`config.mk`:
```
export PLATFORM = sky130hd
export DESIGN_NAME = mvu_top
export DESIGN_NICKNAME = d
export VERILOG_FILES = /design/src/source/mvu_cfg_pkg.sv /design/src/source/mvu_data_pkg.sv /design/src/source/mvu_step_if.sv /design/src/source/mvu_controller.sv /design/src/source/mvu_agu.sv /design/src/source/mvu_banks.sv /design/src/source/mvu_vvp.sv /design/src/source/mvu_top.sv
export VERILOG_INCLUDE_DIRS = /design/src /design/src/source
export SDC_FILE = /design/constraint.sdc
export NUM_CORES = 2
export LEC_CHECK = 0
export ABC_AREA = 1
export BUFFER_PORTS_ARGS = -buffer_cell sky130_fd_sc_hd__buf_4
export CAP_MARGIN = 25
export CORE_MARGIN = 5
export CORE_UTILIZATION = 55
export DETAILED_ROUTE_END_ITERATION = 7
export PLACE_DENSITY = 0.72
export SLEW_MARGIN = 20
export SYNTH_ARGS = -nofsm -noshare
export SYNTH_HDL_FRONTEND = slang
export SYNTH_SLANG_ARGS = --single-unit
export TNS_END_PERCENT = 20
```
`constraint.sdc`:
```
create_clock -name clk -period 5.74 [get_ports clk]
set_input_delay 0.287 -clock clk [delete_from_list [all_inputs] [get_ports clk]]
set_output_delay 0.287 -clock clk [all_outputs]
set_load 0.03 [all_outputs]
```
`src/source/mvu_settings.svh`:
```
// Sizes and latencies of the matrix-vector unit, included by the RTL and testbench files
`ifndef MVU_SETTINGS_SVH
`define MVU_SETTINGS_SVH

// Lanes, also the vector length
`define MVU_N           4

// Bank address width, 64 words per bank
`define MVU_BANK_AW     6

// Precision field, holds precision minus 1
`define MVU_BPREC       4

`define MVU_BCNTDWN     10      // Job length counter width
`define MVU_BACC        32      // Lane accumulator width

// Pipeline delays behind the address generator
`define MVU_MEM_RD_LAT  1       // Bank read latency
`define MVU_VVP_STAGES  2       // Term stage plus accumulator stage

`endif

```
`src/source/mvu_cfg_pkg.sv`:
```
// Job configuration types shared by the controller, the address generator and the top level
`include "mvu_settings.svh"

package mvu_cfg_pkg;

    typedef logic [`MVU_BANK_AW-1:0] bank_addr_t;   // Address into either bank
    typedef logic [`MVU_BPREC-1:0]   prec_t;        // Bit-planes minus 1
    typedef logic [`MVU_BCNTDWN-1:0] cntdwn_t;      // Job length in run cycles

    // Captured on an accepted start, held for the whole job
    typedef struct packed {
        bank_addr_t ibaseaddr;      // Data bank address of the first plane
        bank_addr_t wbaseaddr;      // Weight bank address of the first plane
        bank_addr_t istride;        // Data plane spacing
        bank_addr_t wstride;        // Weight plane spacing
        prec_t      iprecision;     // Data planes minus 1
        prec_t      wprecision;     // Weight planes minus 1
        logic       d_signed;       // Data MSB plane has negative weight
        logic       w_signed;       // Weight MSB plane has negative weight
        cntdwn_t    countdown;      // Run cycles, normally (ip+1)*(wp+1)
    } job_cfg_t;

endpackage

```
`src/source/mvu_data_pkg.sv`:
```
// Bank word and accumulator types shared by the datapath, the banks and the testbench
`include "mvu_settings.svh"

package mvu_data_pkg;

    // One bit-plane of the input vector, bit k is element k
    typedef logic [`MVU_N-1:0] data_word_t;

    // One bit-plane of the matrix, row j feeds lane j
    typedef logic [`MVU_N-1:0][`MVU_N-1:0] weight_word_t;

    typedef logic signed [`MVU_BACC-1:0] acc_t;     // One lane sum

    // All lane sums, element j is lane j
    typedef acc_t [`MVU_N-1:0] acc_vec_t;

endpackage

```
`src/source/mvu_step_if.sv`:
```
// Per-cycle bit-plane step control from the address generator to the vector product unit
`timescale 1ns/1ps

interface mvu_step_if;

    logic valid;        // A plane pair is addressed this cycle
    logic neg;          // Term of this pair is subtracted
    logic inner_last;   // Last data plane for the current weight plane
    logic first;        // First pair of the job

    modport agu (
        output valid,
        output neg,
        output inner_last,
        output first
    );

    modport vvp (
        input valid,
        input neg,
        input inner_last,
        input first
    );

endinterface

```
`src/source/mvu_controller.sv`:
```
// Job controller, captures the configuration on start and times run, done and irq
`timescale 1ns/1ps
`include "mvu_settings.svh"

module mvu_controller import mvu_cfg_pkg::*; (
    input  logic     clk,
    input  logic     rst_n,
    input  logic     start,
    input  job_cfg_t cfg_in,
    output job_cfg_t cfg,
    output logic     run,
    output logic     done,
    output logic     irq
);

    localparam int DLY = `MVU_MEM_RD_LAT + `MVU_VVP_STAGES;    // Drain time after run

    logic         start_q;      // Accepted start, run follows
    cntdwn_t      cnt;          // Remaining run cycles minus 1
    logic [DLY:0] end_sr;       // End of job travelling down the pipeline
    logic         busy;         // Job running or still draining
    logic         last;         // Final run cycle, or an empty job

    assign busy = start_q | run | (|end_sr[DLY-1:0]);
    assign last = (run && cnt == '0) || (start_q && cfg.countdown == '0);
    assign done = end_sr[DLY];                                  // Single-cycle pulse

    always_ff @(posedge clk) begin
        if (!rst_n) begin
            start_q <= 1'b0;
            cfg     <= '0;
            run     <= 1'b0;
            cnt     <= '0;
            end_sr  <= '0;
            irq     <= 1'b0;
        end else begin
            start_q <= start && !busy;                          // Starts while busy are dropped
            if (start && !busy) begin
                cfg <= cfg_in;
                irq <= 1'b0;                                    // New job acknowledges irq
            end else if (end_sr[DLY-1]) begin
                irq <= 1'b1;                                    // Rises with done
            end
            if (start_q) begin
                run <= (cfg.countdown != '0);
                cnt <= cfg.countdown - 1'b1;
            end else if (run) begin
                if (cnt == '0) run <= 1'b0;
                else           cnt <= cnt - 1'b1;
            end
            end_sr <= {end_sr[DLY-1:0], last};
        end
    end

    // The last term must clear the pipeline before done reports
    a_done_idle: assert property (@(posedge clk) disable iff (!rst_n) done |-> !run);

endmodule

```
`src/source/mvu_agu.sv`:
```
// Bit-plane address generator, walks data planes inside weight planes, both MSB first
`timescale 1ns/1ps

module mvu_agu import mvu_cfg_pkg::*; (
    input  logic       clk,
    input  logic       rst_n,
    input  logic       run,
    input  job_cfg_t   cfg,
    output bank_addr_t iaddr,
    output bank_addr_t waddr,
    mvu_step_if.agu    step
);

    prec_t dcnt;        // Data plane index, inner loop
    prec_t wcnt;        // Weight plane index, outer loop
    logic  run_q;       // Run of the previous cycle
    logic  d_msb;       // Data plane is the sign plane
    logic  w_msb;       // Weight plane is the sign plane

    assign d_msb = (dcnt == cfg.iprecision);
    assign w_msb = (wcnt == cfg.wprecision);

    // Plane address is base plus index times stride, wrapping in the bank
    assign iaddr = cfg.ibaseaddr + bank_addr_t'(dcnt) * cfg.istride;
    assign waddr = cfg.wbaseaddr + bank_addr_t'(wcnt) * cfg.wstride;

    assign step.valid      = run;
    assign step.neg        = (cfg.d_signed & d_msb) ^ (cfg.w_signed & w_msb);
    assign step.inner_last = run & (dcnt == '0);
    assign step.first      = run & ~run_q;                  // Rise of run

    always_ff @(posedge clk) begin
        if (!rst_n) begin
            dcnt  <= '0;
            wcnt  <= '0;
            run_q <= 1'b0;
        end else begin
            run_q <= run;
            if (!run) begin
                // Preset to the MSB planes so the first run cycle is ready
                dcnt <= cfg.iprecision;
                wcnt <= cfg.wprecision;
            end else if (dcnt == '0) begin
                dcnt <= cfg.iprecision;                     // Restart data planes
                wcnt <= (wcnt == '0) ? cfg.wprecision : wcnt - 1'b1;
            end else begin
                dcnt <= dcnt - 1'b1;
            end
        end
    end

    a_dcnt_range: assert property (@(posedge clk) disable iff (!rst_n)
        run |-> dcnt <= cfg.iprecision);

endmodule

```
`src/source/mvu_banks.sv`:
```
// Data and weight banks with the external controller ports, data access granted while idle
`timescale 1ns/1ps
`include "mvu_settings.svh"

module mvu_banks import mvu_cfg_pkg::*, mvu_data_pkg::*; (
    input  logic         clk,
    input  logic         run,
    input  bank_addr_t   iaddr,
    input  bank_addr_t   waddr,
    output data_word_t   iword,
    output weight_word_t wword,
    input  logic         wrc_en,
    input  bank_addr_t   wrc_addr,
    input  data_word_t   wrc_word,
    output logic         wrc_grnt,
    input  logic         rdc_en,
    input  bank_addr_t   rdc_addr,
    output data_word_t   rdc_word,
    output logic         rdc_grnt,
    input  logic         wrw_en,
    input  bank_addr_t   wrw_addr,
    input  weight_word_t wrw_word
);

    localparam int DEPTH = 2 ** `MVU_BANK_AW;

    data_word_t   dmem [DEPTH];     // Data bit-planes
    weight_word_t wmem [DEPTH];     // Weight bit-planes
    bank_addr_t   rd_addr;          // Shared data read port address
    logic         rd_en;
    data_word_t   dq;               // Data read word, held between reads

    assign wrc_grnt = !run;
    assign rdc_grnt = !run;
    assign rd_addr  = run ? iaddr : rdc_addr;   // AGU owns the port during a job
    assign rd_en    = run | (rdc_en & rdc_grnt);
    assign iword    = dq;
    assign rdc_word = dq;

    always_ff @(posedge clk) begin
        if (wrc_en && wrc_grnt) dmem[wrc_addr] <= wrc_word;
        if (rd_en) dq <= dmem[rd_addr];
    end

    // Weight bank is always writable from outside
    always_ff @(posedge clk) begin
        if (wrw_en) wmem[wrw_addr] <= wrw_word;
        wword <= wmem[waddr];
    end

endmodule

```
`src/source/mvu_vvp.sv`:
```
// Vector product datapath, lane popcount terms into a two-level shift accumulator
`timescale 1ns/1ps
`include "mvu_settings.svh"

module mvu_vvp import mvu_data_pkg::*; (
    input  logic         clk,
    input  logic         rst_n,
    mvu_step_if.vvp      step,
    input  data_word_t   iword,
    input  weight_word_t wword,
    output acc_vec_t     result
);

    localparam int LAT = `MVU_MEM_RD_LAT;

    logic [3:0] rt_q [LAT];         // Step control delayed to the bank read words
    logic       rt_valid;
    logic       rt_neg;
    logic       rt_inner_last;
    logic       rt_first;
    acc_vec_t   pop;                // Ones per lane of this plane pair
    acc_vec_t   term_q;             // Signed lane terms, stage 1
    logic       s1_valid;
    logic       s1_inner_last;
    logic       s1_first;
    acc_vec_t   inner_q;            // Sum over data planes of one weight plane
    acc_vec_t   inner_nx;
    acc_vec_t   outer_nx;
    acc_vec_t   outer_q;            // Sum over weight planes, the lane results
    logic       ifresh;             // Next term opens a new inner sum
    logic       ofresh;             // Next outer update opens a new job
    logic       ifresh_now;
    logic       ofresh_now;

    assign {rt_valid, rt_neg, rt_inner_last, rt_first} = rt_q[LAT-1];

    always_ff @(posedge clk) begin
        if (!rst_n) begin
            for (int i = 0; i < LAT; i++) rt_q[i] <= '0;
        end else begin
            rt_q[0] <= {step.valid, step.neg, step.inner_last, step.first};
            for (int i = 1; i < LAT; i++) rt_q[i] <= rt_q[i-1];
        end
    end

    // Stage 1: row AND plane, count the ones
    always_comb begin
        for (int j = 0; j < `MVU_N; j++) pop[j] = acc_t'($countones(wword[j] & iword));
    end

    always_ff @(posedge clk) begin
        for (int j = 0; j < `MVU_N; j++) term_q[j] <= rt_neg ? -pop[j] : pop[j];
    end

    always_ff @(posedge clk) begin
        if (!rst_n) begin
            s1_valid      <= 1'b0;
            s1_inner_last <= 1'b0;
            s1_first      <= 1'b0;
        end else begin
            s1_valid      <= rt_valid;
            s1_inner_last <= rt_inner_last;
            s1_first      <= rt_first;
        end
    end

    // Stage 2: MSB first, so double then add
    assign ifresh_now = s1_first | ifresh;
    assign ofresh_now = s1_first | ofresh;

    always_comb begin
        for (int j = 0; j < `MVU_N; j++) begin
            inner_nx[j] = (ifresh_now ? acc_t'(0) : acc_t'(inner_q[j] <<< 1)) + term_q[j];
            outer_nx[j] = (ofresh_now ? acc_t'(0) : acc_t'(outer_q[j] <<< 1)) + inner_nx[j];
        end
    end

    always_ff @(posedge clk) begin
        if (s1_valid) inner_q <= inner_nx;
    end

    always_ff @(posedge clk) begin
        if (!rst_n) begin
            ifresh  <= 1'b1;
            ofresh  <= 1'b1;
            outer_q <= '0;
        end else if (s1_valid) begin
            ifresh <= s1_inner_last;
            ofresh <= ofresh_now & !s1_inner_last;
            if (s1_inner_last) outer_q <= outer_nx;    // Weight plane done
        end
    end

    assign result = outer_q;        // Holds after the job until the next one writes

endmodule

```
`src/source/mvu_top.sv`:
```
// Top level of the matrix-vector unit, plain configuration, bank and result ports
`timescale 1ns/1ps

module mvu_top import mvu_cfg_pkg::*, mvu_data_pkg::*; (
    input  logic         clk,
    input  logic         rst_n,
    input  logic         start,
    input  bank_addr_t   ibaseaddr,
    input  bank_addr_t   wbaseaddr,
    input  bank_addr_t   istride,
    input  bank_addr_t   wstride,
    input  prec_t        iprecision,
    input  prec_t        wprecision,
    input  logic         d_signed,
    input  logic         w_signed,
    input  cntdwn_t      countdown,
    input  logic         wrc_en,
    input  bank_addr_t   wrc_addr,
    input  data_word_t   wrc_word,
    output logic         wrc_grnt,
    input  logic         rdc_en,
    input  bank_addr_t   rdc_addr,
    output data_word_t   rdc_word,
    output logic         rdc_grnt,
    input  logic         wrw_en,
    input  bank_addr_t   wrw_addr,
    input  weight_word_t wrw_word,
    output logic         done,
    output logic         irq,
    output acc_t         result_0,
    output acc_t         result_1,
    output acc_t         result_2,
    output acc_t         result_3
);

    job_cfg_t     cfg_in;       // Live configuration from the ports
    job_cfg_t     cfg;          // Captured for the running job
    logic         run;
    bank_addr_t   iaddr;
    bank_addr_t   waddr;
    data_word_t   iword;
    weight_word_t wword;
    acc_vec_t     result;

    mvu_step_if step_bus();

    assign cfg_in = '{ibaseaddr: ibaseaddr, wbaseaddr: wbaseaddr, istride: istride,
                      wstride: wstride, iprecision: iprecision, wprecision: wprecision,
                      d_signed: d_signed, w_signed: w_signed, countdown: countdown};

    mvu_controller u_ctrl (.clk, .rst_n, .start, .cfg_in, .cfg, .run, .done, .irq);

    mvu_agu u_agu (.clk, .rst_n, .run, .cfg, .iaddr, .waddr, .step(step_bus.agu));

    mvu_banks u_banks (
        .clk, .run, .iaddr, .waddr, .iword, .wword,
        .wrc_en, .wrc_addr, .wrc_word, .wrc_grnt,
        .rdc_en, .rdc_addr, .rdc_word, .rdc_grnt,
        .wrw_en, .wrw_addr, .wrw_word
    );

    mvu_vvp u_vvp (.clk, .rst_n, .step(step_bus.vvp), .iword, .wword, .result);

    assign result_0 = result[0];
    assign result_1 = result[1];
    assign result_2 = result[2];
    assign result_3 = result[3];

endmodule

```
**Word level (Yosys, flattened, before mapping)**

Memory sizes are Yosys's and may differ from the RTL's. A register that Yosys moved wholly into a read port is not among the register bits.
Index checks and enable logic that the tools add are counted.

- Memory bits (read-only): 0
- Register bits: 455
- RAM bits: 1284
- Word-level logic and storage cells: 142
- Memories: 3
- Bits in latches: 0
- Output and inout bits: 136
- Input port bits: 88

Memories:

| name | depth | width | read ports | clocked after memory_dff | write ports | RTL line | source |
|---|---|---|---|---|---|---|---|
| u_banks.wmem | 64 | 16 | 1 | 1 | 1 | mvu_banks.sv:28 | `weight_word_t wmem [DEPTH];` |
| u_banks.dmem | 64 | 4 | 1 | 1 | 1 | mvu_banks.sv:27 | `data_word_t dmem [DEPTH];` |
| u_vvp.rt_q | 1 | 4 | 1 | 0 | 1 | mvu_vvp.sv:16 | `logic [3:0] rt_q [LAT];` |

- Eq/ne operators: 4
- Order comparisons: 0
- Add/sub/neg operators: 30
- Div/mod/pow operators: 0
- Multipliers: 2
- Bitwise operators: 18
- Reduce and logical (&&, ||, !) cells: 19
- Mux-type cells: 32
- Shift operators: 0

Operator list:

| cell | number |
|---|---|
| adder 32 bit | 12 |
| two-way mux 32 bit | 12 |
| negation 32 bit | 4 |
| two-way mux 10 bit | 3 |
| two-way mux 4 bit | 6 |
| zero test 10 bit | 2 |
| subtractor 10 x 1 -> 10 bit (second input constant) | 2 |
| adder 1 x 1 -> 2 bit | 8 |
| AND 4 bit | 4 |
| adder 6 bit | 2 |
| multiplier 4 x 6 -> 6 bit | 2 |
| two-way mux 1 bit | 10 |
| nonzero test 10 bit | 1 |
| equality test 4 bit | 2 |
| zero test 4 bit | 2 |
| subtractor 4 x 1 -> 4 bit (second input constant) | 2 |
| AND 1 bit | 6 |
| two-way mux 6 bit | 1 |
| bitwise OR 1 bit | 5 |
| logical AND 1 bit | 4 |
| inequality test 2 x 1 -> 1 bit (second input constant) | 2 |
| AND reduction 2 bit | 2 |
| OR reduction 4 bit | 1 |
| zero test 1 bit | 3 |
| 6 further kinds | 7 |

**Depth between registers and ports, before layout**

- Depth in word-level cells: 5
- Gate-level depth with buffers: 32
- Mapped depth without buffers: 31

**By module**

From an unflattened synthesis, not the netlist that was laid out.

- Cell total of the unflattened synthesis: 9246
- Area, all modules: 83831.7 µm²

Modules (own cells, without submodules):

| module | cells an instance | area an instance (µm²) | instances |
|---|---|---|---|
| mvu_banks | 4584 | 53362.4 | 1 |
| mvu_vvp | 4008 | 25979.9 | 1 |
| mvu_controller | 348 | 2558.7 | 1 |
| mvu_agu | 306 | 1930.6 | 1 |

**Worst setup path before layout**

No wires, ideal clock.

- Kind: register -> register
- From: register u_vvp.s1_valid
- To: register u_vvp.outer_q, in the netlist u_vvp.result[26]
- Buffers on the path: 3
- Arrival: 4357 ps
- Setup slack: 1274 ps
- Library setup time: 109 ps
- Required time: 5631 ps
- Period minus slack after synthesis: 4466 ps
- Cell stages (with the launch flop): 9
- Path through: dfxtp_1 -> nand2_1 -> buf_2 -> clkinv_1 -> clkbuf_1 -> clkbuf_1 -> nand3_1 -> nand2_1 -> inv_1

- Word-level cells in the longest chain between the ends: 1

Ends and longest elaborated chain:

| what | RTL line | source |
|---|---|---|
| from (decl) | mvu_vvp.sv:23 | `logic s1_valid;` |
| from (signal assigned) | mvu_vvp.sv:61 | `s1_valid <= rt_valid;` |
| AND reduction 2 bit (no line) | - |  |
| to (signal assigned) | mvu_vvp.sv:90 | `if (s1_inner_last) outer_q <= outer_nx;` |
| to (decl) | mvu_vvp.sv:29 | `acc_vec_t outer_q;` |

No other way between the ends.
A chain may end at the register's enable or synchronous reset.

==> metrics.txt <==
# TYPE chip_impl_metric gauge
chip_impl_metric{name="floorplan.die.height",unit="µm"} 395
chip_impl_metric{name="power",unit="mW"} 29.2
chip_impl_metric{name="yosysUniqueCellTypes",unit=""} 54
chip_impl_metric{name="synth.top_cell.area_share",unit="%"} 51.9
chip_impl_info{name="regToRegEndpoint",value="u_vvp.result[18]"} 1
chip_impl_metric{name="met1Wirelength",unit="µm"} 95900
chip_impl_info{name="worst_path_cell_with_the_longest_stage_delay",value="fa_1"} 1
chip_impl_metric{name="crit_path_max_fanout",unit=""} 59
chip_impl_info{name="critical_path.startpoint_type",value="flip-flop"} 1
chip_impl_metric{name="layout.nets",unit=""} 9116
chip_impl_metric{name="floorplan.io_pins",unit=""} 224
chip_impl_metric{name="global_route.overflow_total",unit=""} 0
chip_impl_metric{name="fin_crit_sh",unit="%"} 81.1
chip_impl_metric{name="mappedNetlistNets",unit=""} 8894
chip_impl_metric{name="seqCellArea",unit="µm²"} 47100
chip_impl_metric{name="first_pass_grt_wire_length",unit="µm"} 354000
chip_impl_metric{name="worst-endpoint-arrival",unit="ns"} 5.35
chip_impl_metric{name="dr_total_vias",unit=""} 63642
chip_impl_metric{name="timing_hold_violations_final",unit=""} 0
chip_impl_metric{name="ant_nets",unit=""} 0
chip_impl_metric{name="met3WireLength",unit="µm"} 18600
chip_impl_info{name="synth.most_common_cell",value="edfxtp_1"} 1
chip_impl_metric{name="areaGrowthSynthToFinish",unit="%"} 12.0
chip_impl_metric{name="power_leakage",unit="nW"} 36.4
chip_impl_metric{name="power_density",unit="nW/µm²"} 320
chip_impl_metric{name="stdcell_area",unit="µm²"} 91400
chip_impl_metric{name="reg2reg_setup_slack",unit="ns"} 1.08
chip_impl_metric{name="sum_of_negative_setup_slack",unit="ns"} 0
chip_impl_info{name="rsz0062_at_grt",value="no"} 1
chip_impl_info{name="run_status",value="finished, final reports clean"} 1
chip_impl_metric{name="avgRoutedWirePerCell",unit="µm"} 21.6
chip_impl_metric{name="critical-path-max-stage-delay",unit="ns"} 0.43
chip_impl_metric{name="hpwlAfterDp",unit="µm"} 150000
chip_impl_metric{name="synth-warning-count",unit=""} 0
chip_impl_metric{name="grt_antenna_before_repair",unit=""} 3
chip_impl_metric{name="h_tree_depth",unit=""} 4
chip_impl_info{name="synth.top_cells.by_count",value="edfxtp_1, nor2_1, nand2_1, inv_1, o21ai_0"} 1
chip_impl_metric{name="final.min_clock_period",unit="ns"} 4.66
chip_impl_metric{name="postLayoutCoreUtil",unit="%"} 61.9
chip_impl_metric{name="coreArea",unit="µm²"} 147000
chip_impl_info{name="top_layer",value="met5"} 1
chip_impl_info{name="worst_path_most_repeated_cell",value="nand2_1"} 1
chip_impl_info{name="crit_path_end",value="u_vvp.result[18]"} 1
chip_impl_metric{name="area_of_the_mapped_netlist",unit="µm²"} 81500
chip_impl_metric{name="finalWeightedCongestion",unit=""} 0.948
chip_impl_metric{name="synth_cells",unit=""} 8497
chip_impl_metric{name="detail_route.wirelength",unit="µm"} 233000
chip_impl_metric{name="required_time_worst_endpoint",unit="ns"} 6.43
chip_impl_metric{name="synth_edf_count",unit=""} 1408
chip_impl_metric{name="postCtsSetupBuffers",unit=""} 0
chip_impl_metric{name="max_freq",unit="MHz"} 215
chip_impl_metric{name="route.detailed.drc",unit=""} 0
chip_impl_metric{name="worst_pin_slew",unit="ns"} 1.08
chip_impl_metric{name="grt_pass1_vias",unit=""} 60660
chip_impl_metric{name="chipWidth",unit="µm"} 395
chip_impl_info{name="tritoncts",value="built"} 1
chip_impl_metric{name="number_of_buffers_added_by_the_clock_tree_synthesis_step",unit=""} 169
chip_impl_metric{name="gr_usage_total",unit="%"} 29.0
chip_impl_info{name="cp-startpoint",value="u_vvp.ifresh"} 1
chip_impl_metric{name="max_cap_violations",unit=""} 0
chip_impl_metric{name="timing.clock.skew",unit="ns"} 0.0418
chip_impl_metric{name="irDropWorstVdd",unit="mV"} 0.319
chip_impl_metric{name="postSynth.asyncResetShare",unit="%"} 0
chip_impl_info{name="regToRegStartpoint",value="u_vvp.ifresh"} 1
chip_impl_metric{name="path_clk_slew",unit="ns"} 0.06
chip_impl_metric{name="seq_area_frac_synth",unit="%"} 57.8
chip_impl_metric{name="firstDrtPassIters",unit=""} 8
chip_impl_metric{name="cts_sinks",unit=""} 1650
chip_impl_info{name="clock_tree.root_cell",value="clkbuf_16"} 1
chip_impl_metric{name="grt_max_degree",unit=""} 234
chip_impl_metric{name="clk_latency",unit="ns"} 0.83
chip_impl_metric{name="holdPathStages",unit=""} 1
chip_impl_info{name="holdCritPathClass",value="in2reg"} 1
chip_impl_info{name="yosys.area.top_type",value="edfxtp_1"} 1
chip_impl_metric{name="post_route_cells_drive_above_1_share",unit="%"} 7.10
chip_impl_metric{name="final_max_slew_viol_count",unit=""} 0
chip_impl_metric{name="initial_core_util",unit="%"} 55.3
chip_impl_metric{name="multi_input_area",unit="µm²"} 29400
chip_impl_metric{name="met2WireLength",unit="µm"} 110000
chip_impl_metric{name="synth.ff_latch_count",unit=""} 1650
chip_impl_metric{name="drt_iter0_markers",unit=""} 6175
chip_impl_metric{name="dieArea",unit="µm²"} 156000
chip_impl_info{name="largest_cells_by_area_after_synthesis",value="edfxtp_1, nor2_1, dfxtp_1"} 1
chip_impl_metric{name="rr_worst_depth",unit=""} 27
chip_impl_metric{name="layout.filler_cells",unit=""} 11973
chip_impl_metric{name="cts_max_path_buffers",unit=""} 3
chip_impl_metric{name="slew_headroom",unit="%"} 27.6
chip_impl_metric{name="mean_instance_size_in_the_synthesized_netlist",unit="µm²"} 9.60
chip_impl_metric{name="port_buffers",unit=""} 223
chip_impl_info{name="main_flop_type_after_synthesis",value="edfxtp_1"} 1
chip_impl_metric{name="area_after_detailed_placement",unit="µm²"} 85200
chip_impl_metric{name="via_per_inst",unit=""} 5.90
chip_impl_info{name="type_of_destination_of_the_critical_path",value="flip-flop"} 1
chip_impl_metric{name="setup_viol",unit=""} 0
chip_impl_metric{name="placementRows",unit=""} 141
chip_impl_info{name="crit_type",value="reg2reg"} 1
## report_power, final
part	total (mW)	internal, mW	switching (mW)
sequential	13.5	13.3	0.219
clock	10.9	6.19	4.74
combinational	4.75	1.42	3.33
total	29.2	20.9	8.29
## per-layer routing
| layer | up-vias | global-route usage, % |
|---|---|---|
| met2 | 2796 | 47.4 |
| met1 | 30584 | 39.7 |
| met5 | - | 0 |
| met4 | 2 | 11.0 |
| met3 | 467 | 4.02 |
| li1 | 29793 | - |
## final cells by class
| class | count | share of cell area (%) |
|---|---|---|
| Tap cell | 1930 | 2.64 |
| Timing Repair Buffer | 407 | 3.68 |
| Clock buffer | 223 | 5.00 |
| Sequential cell | 1650 | 51.6 |
| Antenna cell | 2 | 0.00548 |
| Clock inverter | 90 | 1.03 |
| Inverter | 927 | 3.85 |
| Multi-Input combinational cell | 5564 | 32.2 |
## worst min-delay path by stage
| stage | to | slack, ns | from |
|---|---|---|---|
| global placement | u_vvp.s1_inner_last | 0.40 | u_vvp.rt_q[0][1] |
| CTS | u_banks.wmem[21][2] | 0.02 | wrw_word[2] |
| detailed placement | u_vvp.s1_inner_last | 0.40 | u_vvp.rt_q[0][1] |
| finish | u_banks.wmem[21][2] | 0.05 | wrw_word[2] |
| floorplan | u_banks.dmem[0][0] | 0.39 | wrc_word[0] |
| global route | u_banks.wmem[21][2] | 0.04 | wrw_word[2] |
## registers in the layout, indices dropped and copies added (netlist names), 4 cells and up
| register | cells |
|---|---|
| u_banks.wmem | 1024 |
| u_banks.dmem | 256 |
| u_vvp.result | 128 |
| u_vvp.inner_q | 124 |
| u_ctrl.cfg | 44 |
| u_vvp.term_q | 20 |
| u_banks.wword | 16 |
| u_ctrl.cnt | 10 |
| u_agu.dcnt | 4 |
| u_agu.wcnt | 4 |
| u_banks.iword | 4 |
| u_ctrl.end_sr | 4 |
| u_vvp.rt_q | 4 |
## cells in the final DEF, fill, tap and decap left out, types with 5 or more instances in the layout
cell type and instances:
clkbuf_8 7, a21oi_1 378, bufinv_16 12, nand3_1 520
o21bai_1 42, nor3_1 43, o221ai_1 189, a21o_1 44
or2_2 10, nand2_1 1259, dfxtp_1 241, xnor2_1 58
fa_1 27, nand4_1 57, o22ai_1 63, buf_4 328
o21a_1 19, clkbuf_1 44, xor2_1 116, a31oi_1 26
o21ai_0 835, and2_1 8, ha_1 279, nor4_1 8
clkinv_1 31, dlygate4sd3_1 68, edfxtp_1 1408, a21boi_0 14
inv_16 5, clkinv_2 33, o211ai_1 111, inv_1 914
nor2_2 6, buf_12 11, clkbuf_16 172, nor2_1 1392
o21ai_1 21
## through the flow
step | hold slack [ns] | setup slack [ns] | instances
6_report | 0.0470 | 1.08 | 10793
5_1_grt | 0.0378 | 0.612 | 10793
4_1_cts | 0.0160 | 1.11 | 10791
3_5_place_dp | 0.402 | 1.13 | 10410
3_3_place_gp | 0.397 | 1.17 | 10409
2_1_floorplan | 0.386 | 1.27 | 8497
## cell families (layout without fill, tap and decap cells)
logic type,count (synthesis),count (layout),synth area share [%]
buf+inv,1283,1647,6.22
other cells,0,2,0
xor+xnor,177,177,1.91
fa+ha+maj,309,309,5.00
compound gates,1760,1760,12.6
simple gates,3318,3318,16.5
flops,1650,1650,57.8
## critical path, delay by kind of cell (launching register included)
kind / cells / cell delay [ns]
buf+inv: 5 / 0.68
fa+ha+maj: 3 / 0.87
flops: 1 / 0.32
simple gates: 17 / 2.09
compound gates: 1 / 0.15
xor+xnor: 1 / 0.36
## what timing repair did
action	4_1_cts	5_1_grt
gates resized for setup	0	0
endpoints found under the hold margin	56	0
hold buffers	68	0
No activity file was read; power rests on OpenSTA's default activity.
